--- src/hdl/core_reg_pkg.sv ---
package core_reg_pkg;

localparam logic [7:0] CORE_START      = 8'h00;
localparam logic [7:0] CORE_N_DEQUEUES = 8'h04;
localparam logic [7:0] CORE_NUM_ENQ    = 8'h08;
localparam logic [7:0] CORE_NUM_DEQ    = 8'h0c;
localparam logic [7:0] CORE_STATE      = 8'h10;
localparam logic [7:0] CORE_TS         = 8'h14;

typedef enum logic [2:0] {
   NEXT_TASK,
   INFORM_CQ,
   START_CORE,
   WAIT_CORE,
   ABORT_TASK,
   FINISH_TASK
} core_state_t;

endpackage

--- src/hdl/swarm_task_pkg.sv ---
package swarm_task_pkg;

typedef logic [31:0] ts_t;
typedef logic [15:0] hint_t;
typedef logic [3:0]  task_type_t;

localparam task_type_t TT_SPAWN = 4'd0;
localparam task_type_t TT_WRITE = 4'd1;

typedef logic [5:0]  cq_slice_slot_t;
typedef logic [3:0]  child_id_t;
typedef logic [3:0]  undo_id_t;
typedef logic [31:0] undo_log_addr_t;
typedef logic [31:0] undo_log_data_t;

// Spawn view of the argument word
typedef struct packed {
   logic [7:0]  n_children;
   logic [23:0] ts_delta;
   logic [31:0] child_arg;
} spawn_args_t;

// Write view, the old value is what the undo log restores
typedef struct packed {
   undo_log_addr_t addr;
   undo_log_data_t old_data;
} write_args_t;

typedef union packed {
   spawn_args_t spawn;
   write_args_t wr;
} task_args_u;

typedef struct packed {
   task_args_u args;
   task_type_t ttype;
   hint_t      hint;
   ts_t        ts;
} task_t;

endpackage

--- src/hdl/app_worker.sv ---
`timescale 1ns/1ns

module app_worker (
   input  logic                           clk,
   input  logic                           ap_rst_n,
   input  logic                           ap_start,
   input  swarm_task_pkg::task_t          task_in,

   output logic                           ap_done,
   output logic                           ap_idle,

   output logic                           task_out_valid,
   output swarm_task_pkg::task_t          task_out_data,
   input  logic                           task_out_ready,

   output logic                           app_undo_valid,
   output swarm_task_pkg::undo_log_addr_t app_undo_addr,
   output swarm_task_pkg::undo_log_data_t app_undo_data,
   input  logic                           app_undo_ready
);
import swarm_task_pkg::*;

logic       busy;
logic [7:0] child_idx;

// Child k writes the word child_arg + k and logs child_arg as its old value
function automatic task_t child_of(task_t parent, logic [7:0] k);
   task_t child;
   child.ts    = parent.ts + (ts_t'(k) + 1) * ts_t'(parent.args.spawn.ts_delta);
   child.ttype = TT_WRITE;
   child.hint  = parent.hint + hint_t'(k);
   child.args.wr.addr     = parent.args.spawn.child_arg + undo_log_addr_t'(k);
   child.args.wr.old_data = parent.args.spawn.child_arg;
   return child;
endfunction

assign ap_idle       = !busy;
assign task_out_data = child_of(task_in, child_idx);
assign app_undo_addr = task_in.args.wr.addr;
assign app_undo_data = task_in.args.wr.old_data;

always_ff @(posedge clk) begin
   if (!ap_rst_n) begin
      busy           <= 1'b0;
      ap_done        <= 1'b0;
      task_out_valid <= 1'b0;
      app_undo_valid <= 1'b0;
      child_idx      <= '0;
   end else begin
      ap_done <= 1'b0;
      if (ap_start & !busy) begin
         busy      <= 1'b1;
         child_idx <= '0;
         if ((task_in.ttype == TT_SPAWN) && (task_in.args.spawn.n_children != '0)) begin
            task_out_valid <= 1'b1;
         end else if (task_in.ttype == TT_WRITE) begin
            app_undo_valid <= 1'b1;
         end else begin
            // Nothing to do for this task
            busy    <= 1'b0;
            ap_done <= 1'b1;
         end
      end
      if (task_out_valid & task_out_ready) begin
         if (child_idx + 8'd1 == task_in.args.spawn.n_children) begin
            task_out_valid <= 1'b0;
            busy           <= 1'b0;
            ap_done        <= 1'b1;
         end else begin
            child_idx <= child_idx + 8'd1;
         end
      end
      if (app_undo_valid & app_undo_ready) begin
         app_undo_valid <= 1'b0;
         busy           <= 1'b0;
         ap_done        <= 1'b1;
      end
   end
end

endmodule

--- src/hdl/core_out_buf.sv ---
`timescale 1ns/1ns

module core_out_buf (
   input  logic                           clk,
   input  logic                           rstn,

   input  logic                           task_out_valid,
   input  swarm_task_pkg::task_t          task_out_data,
   output logic                           task_out_ready,
   output logic                           task_wvalid,
   output swarm_task_pkg::task_t          task_wdata,
   input  logic                           task_wready,

   input  logic                           app_undo_valid,
   input  swarm_task_pkg::undo_log_addr_t app_undo_addr,
   input  swarm_task_pkg::undo_log_data_t app_undo_data,
   output logic                           app_undo_ready,
   output logic                           undo_log_valid,
   output swarm_task_pkg::undo_id_t       undo_log_id,
   output swarm_task_pkg::undo_log_addr_t undo_log_addr,
   output swarm_task_pkg::undo_log_data_t undo_log_data,
   input  logic                           undo_log_ready,

   input  logic                           drop_enq,
   input  logic                           task_done,

   output logic                           enq_fire,
   output logic                           undo_fire,
   output logic                           out_busy
);

// Refill only when empty, so a stalled record stalls the worker
assign task_out_ready = !task_wvalid;
assign app_undo_ready = !undo_log_valid;

assign enq_fire  = task_wvalid & task_wready;
assign undo_fire = undo_log_valid & undo_log_ready;
assign out_busy  = task_wvalid | undo_log_valid;

always_ff @(posedge clk) begin
   if (!rstn) begin
      task_wvalid <= 1'b0;
   end else if (task_out_valid & task_out_ready) begin
      task_wvalid <= 1'b1;
   end else if (task_wready | drop_enq) begin
      task_wvalid <= 1'b0;
   end
end

always_ff @(posedge clk) begin
   if (task_out_valid & task_out_ready) begin
      task_wdata <= task_out_data;
   end
end

always_ff @(posedge clk) begin
   if (!rstn) begin
      undo_log_valid <= 1'b0;
   end else if (app_undo_valid & app_undo_ready) begin
      undo_log_valid <= 1'b1;
   end else if (undo_log_ready) begin
      undo_log_valid <= 1'b0;
   end
end

always_ff @(posedge clk) begin
   if (app_undo_valid & app_undo_ready) begin
      undo_log_addr <= app_undo_addr;
      undo_log_data <= app_undo_data;
   end
end

// Id of the record on the output, restarts for every task
always_ff @(posedge clk) begin
   if (!rstn) begin
      undo_log_id <= '0;
   end else if (task_done) begin
      undo_log_id <= '0;
   end else if (undo_fire) begin
      undo_log_id <= undo_log_id + 1'b1;
   end
end

endmodule

--- src/hdl/core_regs.sv ---
`timescale 1ns/1ns

module core_regs #(
   parameter int CORE_ID = 0
) (
   input  logic                      clk,
   input  logic                      rstn,

   input  logic                      reg_wvalid,
   input  logic [7:0]                reg_waddr,
   input  logic [31:0]               reg_wdata,
   input  logic                      reg_arvalid,
   input  logic [7:0]                reg_araddr,
   output logic                      reg_rvalid,
   output logic [31:0]               reg_rdata,

   input  logic                      deq_fire,
   input  logic                      enq_fire,
   input  core_reg_pkg::core_state_t state,
   input  swarm_task_pkg::ts_t       task_ts,

   output logic                      core_start,
   output logic                      budget_nonzero
);
import core_reg_pkg::*;

logic [31:0] dequeues_remaining;
logic [31:0] num_enqueues;
logic [31:0] num_dequeues;

assign budget_nonzero = (dequeues_remaining != '0);

always_ff @(posedge clk) begin
   if (!rstn) begin
      core_start <= 1'b0;
   end else if (reg_wvalid && (reg_waddr == CORE_START)) begin
      core_start <= reg_wdata[CORE_ID];
   end
end

// A write of the budget wins over a dequeue in the same cycle
always_ff @(posedge clk) begin
   if (!rstn) begin
      dequeues_remaining <= '1;
   end else if (reg_wvalid && (reg_waddr == CORE_N_DEQUEUES)) begin
      dequeues_remaining <= reg_wdata;
   end else if (deq_fire) begin
      dequeues_remaining <= dequeues_remaining - 1'b1;
   end
end

always_ff @(posedge clk) begin
   if (!rstn) begin
      num_enqueues <= '0;
      num_dequeues <= '0;
   end else begin
      if (enq_fire) begin
         num_enqueues <= num_enqueues + 1'b1;
      end
      if (deq_fire) begin
         num_dequeues <= num_dequeues + 1'b1;
      end
   end
end

always_ff @(posedge clk) begin
   if (!rstn) begin
      reg_rvalid <= 1'b0;
   end else begin
      reg_rvalid <= reg_arvalid;
   end
end

always_ff @(posedge clk) begin
   if (reg_arvalid) begin
      case (reg_araddr)
         CORE_START:      reg_rdata <= 32'(core_start) << CORE_ID;
         CORE_N_DEQUEUES: reg_rdata <= dequeues_remaining;
         CORE_NUM_ENQ:    reg_rdata <= num_enqueues;
         CORE_NUM_DEQ:    reg_rdata <= num_dequeues;
         CORE_STATE:      reg_rdata <= 32'(state);
         CORE_TS:         reg_rdata <= task_ts;
         default:         reg_rdata <= '0;
      endcase
   end
end

endmodule

--- src/hdl/swarm_core.sv ---
`timescale 1ns/1ns

module swarm_core #(
   parameter int CORE_ID    = 0,
   parameter int ABORT_HOLD = 4
) (
   input  logic                           clk,
   input  logic                           rstn,

   output logic                           task_arvalid,
   input  logic                           task_rvalid,
   input  swarm_task_pkg::task_t          task_rdata,
   input  swarm_task_pkg::cq_slice_slot_t task_rslot,

   output logic                           task_wvalid,
   output swarm_task_pkg::task_t          task_wdata,
   input  logic                           task_wready,
   output logic                           task_enq_untied,

   output logic                           start_task_valid,
   input  logic                           start_task_ready,
   output swarm_task_pkg::cq_slice_slot_t start_task_slot,

   output logic                           finish_task_valid,
   input  logic                           finish_task_ready,
   output swarm_task_pkg::cq_slice_slot_t finish_task_slot,
   output swarm_task_pkg::child_id_t      finish_task_num_children,
   output logic                           finish_task_undo_log_write,

   input  logic                           abort_running_task,
   input  logic                           gvt_task_slot_valid,
   input  swarm_task_pkg::cq_slice_slot_t gvt_task_slot,

   output logic                           undo_log_valid,
   input  logic                           undo_log_ready,
   output swarm_task_pkg::undo_id_t       undo_log_id,
   output swarm_task_pkg::undo_log_addr_t undo_log_addr,
   output swarm_task_pkg::undo_log_data_t undo_log_data,

   input  logic                           reg_wvalid,
   input  logic [7:0]                     reg_waddr,
   input  logic [31:0]                    reg_wdata,
   input  logic                           reg_arvalid,
   input  logic [7:0]                     reg_araddr,
   output logic                           reg_rvalid,
   output logic [31:0]                    reg_rdata
);
import swarm_task_pkg::*;
import core_reg_pkg::*;

task_t          task_in;
core_state_t    state;
logic           core_start;
logic           budget_nonzero;
logic           ap_start;
logic           ap_rst_n;
logic           ap_done;
logic           ap_idle;
logic           task_out_valid;
task_t          task_out_data;
logic           task_out_ready;
logic           app_undo_valid;
undo_log_addr_t app_undo_addr;
undo_log_data_t app_undo_data;
logic           app_undo_ready;
logic           enq_fire;
logic           undo_fire;
logic           out_busy;

task_core_ctrl #(
   .ABORT_HOLD (ABORT_HOLD)
) ctrl0 (
   .*
);

app_worker worker0 (
   .*
);

core_out_buf obuf0 (
   .drop_enq  (state == ABORT_TASK),
   .task_done (finish_task_valid),
   .*
);

core_regs #(
   .CORE_ID (CORE_ID)
) regs0 (
   .deq_fire (task_arvalid & task_rvalid),
   .task_ts  (task_in.ts),
   .*
);

endmodule

--- src/hdl/task_core_ctrl.sv ---
`timescale 1ns/1ns

module task_core_ctrl #(
   parameter int ABORT_HOLD = 4
) (
   input  logic                           clk,
   input  logic                           rstn,

   output logic                           task_arvalid,
   input  logic                           task_rvalid,
   input  swarm_task_pkg::task_t          task_rdata,
   input  swarm_task_pkg::cq_slice_slot_t task_rslot,

   input  logic                           core_start,
   input  logic                           budget_nonzero,
   output swarm_task_pkg::task_t          task_in,

   output logic                           start_task_valid,
   input  logic                           start_task_ready,
   output swarm_task_pkg::cq_slice_slot_t start_task_slot,

   output logic                           finish_task_valid,
   input  logic                           finish_task_ready,
   output swarm_task_pkg::cq_slice_slot_t finish_task_slot,
   output swarm_task_pkg::child_id_t      finish_task_num_children,
   output logic                           finish_task_undo_log_write,

   input  logic                           abort_running_task,

   input  logic                           gvt_task_slot_valid,
   input  swarm_task_pkg::cq_slice_slot_t gvt_task_slot,
   output logic                           task_enq_untied,

   output logic                           ap_start,
   output logic                           ap_rst_n,
   input  logic                           ap_done,
   input  logic                           ap_idle,

   input  logic                           enq_fire,
   input  logic                           undo_fire,
   input  logic                           out_busy,

   output core_reg_pkg::core_state_t      state
);
import swarm_task_pkg::*;
import core_reg_pkg::*;

localparam int HOLD_W = $clog2(ABORT_HOLD + 1);

core_state_t       state_next;
cq_slice_slot_t    cq_slot;
child_id_t         child_cnt;
logic              abort_q;
logic [HOLD_W-1:0] hold_cnt;
logic              deq_fire;

assign task_arvalid = (state == NEXT_TASK) & core_start & budget_nonzero;
assign deq_fire     = task_arvalid & task_rvalid;

assign start_task_valid = (state == INFORM_CQ);
assign start_task_slot  = cq_slot;

// Both output registers must drain before the CQ sees the finish
assign finish_task_valid        = (state == FINISH_TASK) & !out_busy;
assign finish_task_slot         = cq_slot;
assign finish_task_num_children = child_cnt;

assign ap_start = (state == START_CORE) & !abort_q;

always_ff @(posedge clk) begin
   if (deq_fire) begin
      cq_slot <= task_rslot;
      task_in <= task_rdata;
   end
end

always_ff @(posedge clk) begin
   if (!rstn) begin
      abort_q <= 1'b0;
   end else if (state == NEXT_TASK) begin
      abort_q <= 1'b0;
   end else if (abort_running_task) begin
      abort_q <= 1'b1;
   end
end

always_ff @(posedge clk) begin
   if (!rstn) begin
      task_enq_untied <= 1'b0;
   end else begin
      task_enq_untied <= gvt_task_slot_valid & (gvt_task_slot == cq_slot);
   end
end

// Children sent after the task became untied get no cut-tie message
always_ff @(posedge clk) begin
   if (!rstn) begin
      child_cnt                  <= '0;
      finish_task_undo_log_write <= 1'b0;
   end else if (deq_fire) begin
      child_cnt                  <= '0;
      finish_task_undo_log_write <= 1'b0;
   end else begin
      if (enq_fire & !task_enq_untied) begin
         child_cnt <= child_cnt + 1'b1;
      end
      if (undo_fire) begin
         finish_task_undo_log_write <= 1'b1;
      end
   end
end

// Abort of a running worker is a timed reset
always_ff @(posedge clk) begin
   if (!rstn) begin
      hold_cnt <= '0;
      ap_rst_n <= 1'b0;
   end else if (hold_cnt != '0) begin
      hold_cnt <= hold_cnt - 1'b1;
      ap_rst_n <= (hold_cnt == HOLD_W'(1));
   end else if ((state == WAIT_CORE) & abort_q & !ap_done) begin
      hold_cnt <= HOLD_W'(ABORT_HOLD);
      ap_rst_n <= 1'b0;
   end else begin
      ap_rst_n <= 1'b1;
   end
end

always_comb begin
   state_next = state;
   case (state)
      NEXT_TASK: begin
         if (deq_fire) begin
            state_next = INFORM_CQ;
         end
      end
      INFORM_CQ: begin
         if (start_task_ready) begin
            state_next = abort_q ? FINISH_TASK : START_CORE;
         end
      end
      START_CORE: begin
         state_next = abort_q ? FINISH_TASK : WAIT_CORE;
      end
      WAIT_CORE: begin
         // ap_done is ignored once the hold has begun
         if (hold_cnt == HOLD_W'(1)) begin
            state_next = ABORT_TASK;
         end else if ((hold_cnt == '0) & ap_done) begin
            state_next = FINISH_TASK;
         end
      end
      ABORT_TASK: begin
         if (ap_idle) begin
            state_next = FINISH_TASK;
         end
      end
      FINISH_TASK: begin
         if (finish_task_valid & finish_task_ready) begin
            state_next = NEXT_TASK;
         end
      end
      default: begin
         state_next = NEXT_TASK;
      end
   endcase
end

always_ff @(posedge clk) begin
   if (!rstn) begin
      state <= NEXT_TASK;
   end else begin
      state <= state_next;
   end
end

endmodule

--- config.mk ---
export PLATFORM = sky130hd
export DESIGN_NAME = swarm_core
export DESIGN_NICKNAME = d
export VERILOG_FILES = /design/src/hdl/core_reg_pkg.sv /design/src/hdl/swarm_task_pkg.sv /design/src/hdl/app_worker.sv /design/src/hdl/core_out_buf.sv /design/src/hdl/core_regs.sv /design/src/hdl/swarm_core.sv /design/src/hdl/task_core_ctrl.sv
export SDC_FILE = /design/constraint.sdc
export NUM_CORES = 1
export LEC_CHECK = 0
export ABC_AREA = 1
export ABC_CLOCK_PERIOD_IN_PS = 10150
export BUFFER_PORTS_ARGS = -buffer_cell sky130_fd_sc_hd__buf_2
export CAP_MARGIN = 20
export CORE_ASPECT_RATIO = 1.4
export CORE_MARGIN = 2
export CORE_UTILIZATION = 50
export DETAILED_ROUTE_END_ITERATION = 16
export GPL_ROUTABILITY_DRIVEN = 0
export PLACE_DENSITY = 0.82
export SLEW_MARGIN = 20
export SYNTH_ARGS = -nofsm -noshare
export SYNTH_HDL_FRONTEND = slang
export SYNTH_HIERARCHICAL = 1
export SYNTH_SLANG_ARGS = --single-unit
--- constraint.sdc ---
create_clock -name clk -period 10.15 [get_ports clk]
set_input_delay 0.5075 -clock clk [delete_from_list [all_inputs] [get_ports clk]]
set_output_delay 0.5075 -clock clk [all_outputs]
set_load 0.02 [all_outputs]
* After elaboration in Yosys (flattened, before gate mapping) *
Cells that the tools add are included.

word-level totals
  output and inout port bits = 240
  bits of input ports = 187
  register bits = 460
  word-level logic and storage cells = 150

operators by class
  reduce and logical (&&, ||, !) cells = 28
  $mul = 1
  multiplexer cells = 38
  equality and inequality tests = 20
  bitwise logic cells = 21
  $add $sub $neg = 11

operator list
  operator               count
  $pmux 32 s6            1
  $add 32x1->32 const B  2
  $mux 32                2
  $add 32x32->32         1
  $add 32x8->32          1
  $mul 32x24->32         1
  $reduce_bool 32->1     1
  $sub 32x1->32 const B  1
  $mux 3                 10
  $mux 8                 3
  $mux 1                 21
  $pmux 3 s6             1
  $add 16x8->16          1
  $and 1x1->1            16
  $eq 8x3->1 const B     2
  $eq 8x4->1 const B     2
  $eq 8x5->1 const B     2
  $logic_not 8->1        2
  $add 8x1->9 const B    1
  $add 4x1->4 const B    2
  $add 8x1->8 const B    1
  $eq 8x8->1             1
  $reduce_bool 2->1      4
  $reduce_bool 8->1      1
  other kinds (19)       39

* Depth between registers and ports, before layout *
Gate-level depths: netlist of run 1.

  depth in word-level cells = 7
  mapped depth = 28
  depth with buffers taken out = 28

* Modules after synthesis *
The synthesis of run 1 kept the hierarchy.

by module, submodules not included
  module          area an instance (um2)  sequential area each (um2)  cells an instance  times used
  app_worker      10774.1                 240.2                       1528               1
  core_regs       7963.9                  2922.8                      1235               1
  core_out_buf    5694.2                  5525.3                      224                1
  task_core_ctrl  4526.8                  3943.8                      245                1
  swarm_core      21.3                    0.0                         5                  1

* Worst setup path after synthesis of run 1 *
Ideal clock, no wire load.

  path type = reg-to-reg
  start point = register worker0.child_idx[1]
  end point = register obuf0/task_wdata[29] (netlist name)
  arrival time = 5.279 ns
  cell stages (with the launch flop) = 28
  setup time = 0.252 ns
  path buffers = 1
  setup slack = 4.619 ns
  period minus slack after synthesis = 5.531 ns
  required time = 9.898 ns
  cell sequence = dfxtp_1 -> ha_1 -> nand2_1 -> nor2_2 -> nand3_2 -> nand2_2 -> clkbuf_1 -> inv_1 -> nand2_1 -> fa_1 -> fa_1 -> inv_1 -> fa_1 -> fa_1 -> inv_1 -> fa_1 -> inv_1 -> ha_1 -> nand2_1 -> nand2_1 -> o21bai_1 -> a21o_1 -> nand2_1 -> nand2_1 -> nand3_1 -> nand2_1 -> nand2_1 -> nand2_1

RTL lines
  item                    line              RTL
  from (decl)             app_worker.sv:24  logic [7:0] child_idx;
  from (signal assigned)  app_worker.sv:70  child_idx <= child_idx + 8'd1;

==> impl_results.md, run 1 <==
* Outcome: completed
* Tightest Pin Transition at 1.06 ns
* Cell area after synthesis at around 0.029 mm^2
* Setup tns final at 0 ns
* Detailed Route WL at around 80000 um
* Clock skew at 0.0292 ns
* Initial antenna violation count at 1
* Rows at 104
* Sequential area share after synthesis at 0.436
* Post-CTS setup buffers at 0
* Setup WS pre-CTS at about 3.5 ns
* Die Y at 289 um
* Worst setup SP type: flop
* Area delta synth->final at 12.1%
* Pleak at around 15 nW
* Syn Area/Cell at 8.95 um^2
* Vias in the first global route at about 23000
* Gate power share at 0.133
* Most common cell after layout, fill and taps aside: nand2_1
* Layout Cells excl Fill at roughly 4300
* Peak VDD IR at roughly 0.12 mV
* Share of layout cells above drive strength 1 at 0.164
* Crit path cell chain: ha_1 > nand2_1 > nor2_2 > nand2_1 > nand2_1 > inv_1 > nand2_1 > fa_1 > fa_1 > inv_1 > fa_1 > fa_1 > inv_1 > fa_1 > inv_1 > ha_1 > nand2_1 > inv_1 > a21oi_1 > o21ai_0 > a21o_1 > nand2_1 > nand2_1 > xor2_1
* # DRC at 0
* CTS Buffer Depth at 3
* CP startpoint: worker0/child_idx[0]$_SDFF_PN0_
* Cell at the slowest stage of the critical path: nand2_1
* Final hold violations at 0
* Int Power at 3.17 mW
* Worst Path Arrival at approximately 7.2 ns
* Asr flop ratio synth at 0
* Seq cells post-synth at around 460
* Buf/Inv on CP at 5
* Post-DR wirelength/cell at ~19 um
* Total design power at around 4.4 mW
* Skew-Pair Late Insertion Delay at between 0.6 and 0.7 ns
* Area of the die at between 0.05 and 0.06 mm^2
* Initial DRC Count at between 1500 and 2000
* Post-synthesis instance total at approximately 3200
* Global Route Usage Sum at 0.273
* Critical Path RT at between 10 and 15 ns
* CTS sink count at ~460
* Vias at between 20000 and 25000
* HP Class: in2reg
* Final nets at between 4000 and 5000
* RSZ-0062 raised after global routing: false
* Reg clk slew, reported paths at 0.07 ns
* Worst setup path class: reg2reg
* Global-route wire length before repair at roughly 130000 um
* Worst Hold Slack at 0.0634 ns
* Final worst setup slack at roughly 3.3 ns
* Detailed Routing Iterations Pass 1 at 6
* Pins over their slew limit at 0
* Crit-path max FO at 22
* Hold path startpoint: task_rdata[42]
* CP Capture Type: flop
* Boundary pin count at 427
* Worst r2r src: worker0/child_idx[0]$_SDFF_PN0_
* IO Port Bufs at around 430
* Largest net degree at the start of global routing at 72
* Htree depth at 2
* Synth cell types at 58
* Dpl hpwl at around 64000 um
* Core footprint at about 0.057 mm^2
* PD cells at approximately 130 mW/mm^2
* EDFF count, synth at 334
* Family with the most delay on the worst path: adder cells
* Clk pwr share at 0.388
* YS warnings at 6
* Hold_buf cts at 0
* Chip width at a little over 200 um
* Net Switching at 1.18 mW
* Sequential Power Share at 0.479
* Switching share of power at 0.271
* Relative slew slack at 0.296
* Post_cts resized at 0
* Max-cap violations at 0
* Most frequent cells in the layout: 726 x nand2_1, 501 x inv_1, 426 x buf_2
* Placed cells at between 4000 and 5000
* DRT antenna net count at 0
* CTS tree: built
* GRT overflow at 0
* Initial Util at 0.505
* Most frequent CP cell: nand2_1
* TritonCTS Buffers at 45
* Period minus WS final at 6.86 ns
* Finish-stage setup viols at 0
* CP peak stage delay at around 0.73 ns
* Fmax at 146 MHz
* Vias/cell at about 5.4
* Tcrit/Tclk final at 0.676
* CTS Root Cell: clkbuf_16
* Post-synth top flop: edfxtp_1
## worst paths after layout
kind / to / slack, ns / cells after the start
worst min-delay path: ctrl0/task_in[42]$_DFFE_PP_ / 0.06 / 1
worst max-delay path: obuf0/task_wdata[19]$_DFFE_PP_ / 3.29 / 24
worst min register to register: obuf0/undo_log_addr[31]$_DFFE_PP_ / 0.46 / 0
worst max register to register: obuf0/task_wdata[19]$_DFFE_PP_ / 3.29 / 24
## Yosys cell counts (15+ instances only)
cell type,number,share of area
o21ai_0,78,0.013
nand2_1,726,0.094
fa_1,183,0.13
dfxtp_1,130,0.090
xor2_1,60,0.018
xnor2_1,22,0.0066
nand2_2,15,0.0032
a21oi_1,97,0.017
nor2_2,17,0.0037
nand4_1,51,0.011
nor3_1,37,0.0064
inv_1,503,0.065
nand3_1,156,0.027
clkbuf_1,36,0.0047
o2111ai_1,26,0.0079
ha_1,80,0.035
edfxtp_1,334,0.35
buf_4,113,0.029
nor2_1,421,0.055
## layer usage
metal / global-route usage / part of all wire / vias to the layer above
met5: 0 / 0 / -
met4: 0.160 / 0.064 / 0
met3: 0.0474 / 0.079 / 309
met2: 0.498 / 0.51 / 1270
met1: 0.299 / 0.35 / 11100
li1: - / - / 10900
## worst reg2reg max path, stage by stage (launching register included)
cell	delay (ns)
dfxtp_1	0.61
ha_1	0.28
nand2_1	0.09
nor2_2	0.13
nand2_1	0.08
nand2_1	0.73
inv_1	0.32
nand2_1	0.17
fa_1	0.44
fa_1	0.49
inv_1	0.05
fa_1	0.45
fa_1	0.55
inv_1	0.07
fa_1	0.50
inv_1	0.04
ha_1	0.35
nand2_1	0.16
inv_1	0.06
a21oi_1	0.26
o21ai_0	0.20
a21o_1	0.24
nand2_1	0.08
nand2_1	0.08
xor2_1	0.16
## cells by family after synthesis
kind of cell	synth area share
compound gates	0.0531
xor+xnor	0.0256
fa+ha+maj	0.161
buf+inv	0.105
flops	0.436
other cells	0.000259
simple gates	0.219
## sequential cells by signal (all words and copies together) (netlist names), 6 cells and up
name                      flops
regs0/reg_rdata              32
worker0/child_idx             8
ctrl0/task_in               116
obuf0/undo_log_addr          32
ctrl0/finish_task_slot        6
regs0/num_dequeues           32
obuf0/task_wdata            116
regs0/dequeues_remaining     32
regs0/num_enqueues           32
obuf0/undo_log_data          32
## power by group through the flow
stage,clock [mW],combinational [mW],sequential (mW)
5_1_grt,1.79,0.647,2.09
4_1_cts,1.72,0.569,2.09
2_1_floorplan,0,0.368,2.14
3_5_place_dp,0,0.561,2.13
3_3_place_gp,0,0.546,2.13
6_report,1.69,0.578,2.09
## area by class of cell
class                      instances  area, um^2
fill                            4954       24900
multi-input combinational       2091       13300
clock buffer                      48        1140
tap                              742         928
clock inverter                    36         328
sequential                       464       12600
inverter                         516        1950
antenna                            1        2.50
timing repair buffer             433        2200
## per-stage QoR
stage | cell area [um^2] | utilization
6_report | 32500 | 0.566
5_1_grt | 32500 | 0.566
4_1_cts | 32500 | 0.566
3_5_place_dp | 31000 | 0.540
3_3_place_gp | 31000 | 0.540
2_1_floorplan | 29000 | -
(Power assumes the default switching activity.)
==> run 2: changes to the inputs <==
Settings changed: ABC_CLOCK_PERIOD_IN_PS 10150 to 5500, PLACE_DENSITY 0.82 to 0.85.
Clock period 10.15 ns to 5.5 ns, I/O delays scaled along.
==> run 2 against run 1 <==
Register-to-register slack got worse by 3.9 ns; critical path depth unchanged; via count increased by 15%; cell count increased by 8.3%; clock skew increased by 0.014 ns; power increased by 110%; sequential power increased by 84%; first-iteration DRC count increased by 58%; clock power increased by 91%; cell area increased by 15%; the flow now finishes with violations (negative hold slack, negative setup slack).
==> impl_results.md, run 2 (same netlist as run 1, synthesis figures left out) <==
* Crit-path max FO at 5 (was 22)
* Area delta synth->final at 29.0% (was 12.1%)
* Rows at 104 (unchanged)
* Largest regs: ctrl0/task_in: 116 flops, obuf0/task_wdata: 116 flops (unchanged)
* Worst path depth at 24 (unchanged)
* Initial antenna violation count at 2 (was 1)
* Storage element area at 0.0126 mm^2 (about the same)
* IO Port Bufs at 426 (unchanged)
* Pleak at 16.7 nW (was 14.8 nW)
* Relative slew slack at 0.357 (was 0.296)
* Crit path cell chain: buf_4 > nand3_2 > inv_2 > nand2_4 > xor2_4 > buf_6 > buf_6 > nor2_2 > fa_1 > fa_1 > fa_1 > fa_1 > inv_1 > fa_1 > inv_1 > ha_4 > nand2_1 > inv_2 > nand2_2 > nor2_2 > nor2_2 > nand3_2 > buf_6 > xor2_1 (was ha_1 > nand2_1 > nor2_2 > nand2_1 > nand2_1 > inv_1 > nand2_1 > fa_1 > fa_1 > inv_1 > fa_1 > fa_1 > inv_1 > fa_1 > inv_1 > ha_1 > nand2_1 > inv_1 > a21oi_1 > o21ai_0 > a21o_1 > nand2_1 > nand2_1 > xor2_1)
* # DRC at 0 (unchanged)
* Vias at 27100 (was 23500)
* Most frequent CP cell: fa_1 (was nand2_1)
* Detailed Routing Iterations Pass 1 at 8 (was 6)
* CP peak stage delay at 0.77 ns (was 0.73 ns)
* CTS tree: built (unchanged)
* CP Capture Type: flop (unchanged)
* Share of layout cells above drive strength 1 at 0.267 (was 0.164)
* Flop-to-flop setup slack at -0.65 ns (was 3.29 ns)
* Final worst setup slack at -0.647 ns (was 3.29 ns)
* Peak VDD IR at 0.206 mV (was 0.122 mV)
* Hold depth at 5 (was 1)
* Fillers at 4073 (was 4954)
* GR peak layer: met2 (unchanged)
* GRT overflow at 0 (unchanged)
* Die Y at 289 um (unchanged)
* CTS Buffer Depth at 3 (unchanged)
* Failing checks: negative hold slack, negative setup slack
* Footprint of the multi-input gates at 0.0148 mm^2 (was 0.0133 mm^2)
* Most common cell after layout, fill and taps aside: nand2_1 (unchanged)
* Core footprint at 0.0574 mm^2 (unchanged)
* Chip width at 207 um (unchanged)
* Family with the most delay on the worst path: adder cells (unchanged)
* Period minus WS final at 6.15 ns (was 6.86 ns)
* Cell at the slowest stage of the critical path: fa_1 (was nand2_1)
* Reg clk slew, reported paths at 0.06 ns (was 0.07 ns)
* Clock skew at 0.0428 ns (was 0.0292 ns)
* Worst setup path class: reg2reg (unchanged)
* Tcrit/Tclk final at 1.12 (was 0.676)
* Pins over their slew limit at 0 (unchanged)
* Global-route wire length before repair at 144000 um (was 127000 um)
* Setup tns final at -7.12 ns (was 0 ns)
* Most frequent cells in the layout: 672 x nand2_1, 465 x inv_1, 426 x buf_2 (was 726 x nand2_1, 501 x inv_1, 426 x buf_2)
* Tightest Pin Transition at 0.964 ns (was 1.06 ns)
* PD cells at 242 mW/mm^2 (was 134 mW/mm^2)
* Met3 usage at 0.0530 (was 0.0474)
* HP Class: in2reg (unchanged)
* Buf/Inv on CP at 8 (was 5)
* Final hold violations at 2 (was 0)
* Dpl hpwl at 66300 um (was 64200 um)
* Worst Hold Slack at -0.0182 ns (was 0.0634 ns)
* Initial DRC Count at 2985 (was 1889)
* Vias/cell at 5.77 (was 5.43)
* Skew-Pair Late Insertion Delay at 0.65 ns (was 0.62 ns)
* Initial Util at 0.505 (unchanged)
* CTS sink count at 464 (unchanged)
* TritonCTS Buffers at 45 (unchanged)
* Max-cap violations at 0 (unchanged)
* Critical Path RT at 5.86 ns (was 10.50 ns)
* Detailed Route WL at 106000 um (was 82400 um)
* Global Route Usage Sum at 0.312 (was 0.273)
* M2 GR Usage at 0.554 (was 0.498)
* Global Route met1 Usage at 0.342 (was 0.299)
* Fmax at 163 MHz (was 146 MHz)
* Post-DR wirelength/cell at 22.5 um (was 19.0 um)
* DRT antenna net count at 0 (unchanged)
* Boundary pin count at 427 (unchanged)
* Worst Path Arrival at 6.51 ns (was 7.21 ns)
* CTS Root Cell: clkbuf_16 (unchanged)
* Finish-stage setup viols at 21 (was 0)
* RSZ-0062 raised after global routing: true (was false)
* Final nets at 4362 (was 4001)
* Vias in the first global route at 26300 (was 23500)
* Htree depth at 2 (unchanged)
* Worst setup SP type: flop (unchanged)
* Area of the die at 0.0599 mm^2 (unchanged)
* Cell count of the worst reg-to-reg path at 24 (unchanged)
* Largest net degree at the start of global routing at 78 (was 72)
* Outcome: finished, violations left (was completed)
==> run 2: per-stage QoR <==
stage               area (um^2)  setup WS [ns]  cells  utilization  power (mW)
finish                    37400         -0.647   4692        0.651        9.03
floorplan                 29000         0.0526   3239            -        4.63
global route              37400         -0.708   4692        0.651        9.28
detailed placement        32100         -0.258   4383        0.560        5.19
global placement          32100         -0.207   4383        0.560        5.15
CTS                       36000        -0.0151   4668        0.628        8.56
==> run 2: report_power, final <==
group / total [mW] / switching (mW) / leakage, nW / internal (mW)
clock: 3.23 / 1.47 / 0.726 / 1.76
combinational: 1.95 / 1.14 / 11.9 / 0.818
sequential: 3.85 / 0.0447 / 4.10 / 3.81
total: 9.03 / 2.65 / 16.7 / 6.38
==> run 2: worst register-to-register path, cell delays in order (launching register included) <==
cell     delay [ns]
dfxtp_2        0.37
buf_4          0.14
nand3_2        0.10
inv_2          0.10
nand2_4        0.07
xor2_4         0.16
buf_6          0.16
buf_6          0.16
nor2_2         0.11
fa_1           0.47
fa_1           0.59
fa_1           0.48
fa_1           0.56
inv_1          0.08
fa_1           0.77
inv_1          0.17
ha_4           0.30
nand2_1        0.11
inv_2          0.06
nand2_2        0.12
nor2_2         0.07
nor2_2         0.14
nand3_2        0.25
buf_6          0.22
xor2_1         0.14
==> run 2: path summary, 6_finish.rpt <==
check | endpoint | startpoint
setup / recovery | obuf0/task_wdata[20]$_DFFE_PP_ | worker0/child_idx[1]$_SDFF_PN0_
hold / removal | regs0/dequeues_remaining[26]$_SDFFE_PN1P_ | reg_wdata[26]
setup reg to reg | obuf0/task_wdata[20]$_DFFE_PP_ | worker0/child_idx[1]$_SDFF_PN0_
hold reg to reg | obuf0/undo_log_addr[31]$_DFFE_PP_ | ctrl0/task_in[115]$_DFFE_PP_
==> run 2: repair_timing <==
action,CTS,global route
pin swaps,63,160
buffers inserted,42,23
hold endpoints to repair,156,0
hold buffers,158,0
endpoints found under the setup margin,23,35
gates resized for setup,108,295
cloned,2,4
==> run 2: per-layer routing <==
layer,up-vias,part of all wire,routed length (um)
met5,-,0.00058,61
met3,733,0.11,11400
met1,12600,0.31,33200
met4,2,0.097,10200
li1,11600,-,-
met2,2178,0.48,50700
==> run 2: layout make-up <==
type | instances | area share
antenna | 2 | 0.000134
clock buffer | 54 | 0.0319
tap | 742 | 0.0248
sequential | 464 | 0.338
timing repair buffer | 792 | 0.149
timing repair inverter | 1 | 0.000435
multi-input combinational | 2092 | 0.395
clock inverter | 29 | 0.00797
inverter | 516 | 0.0527
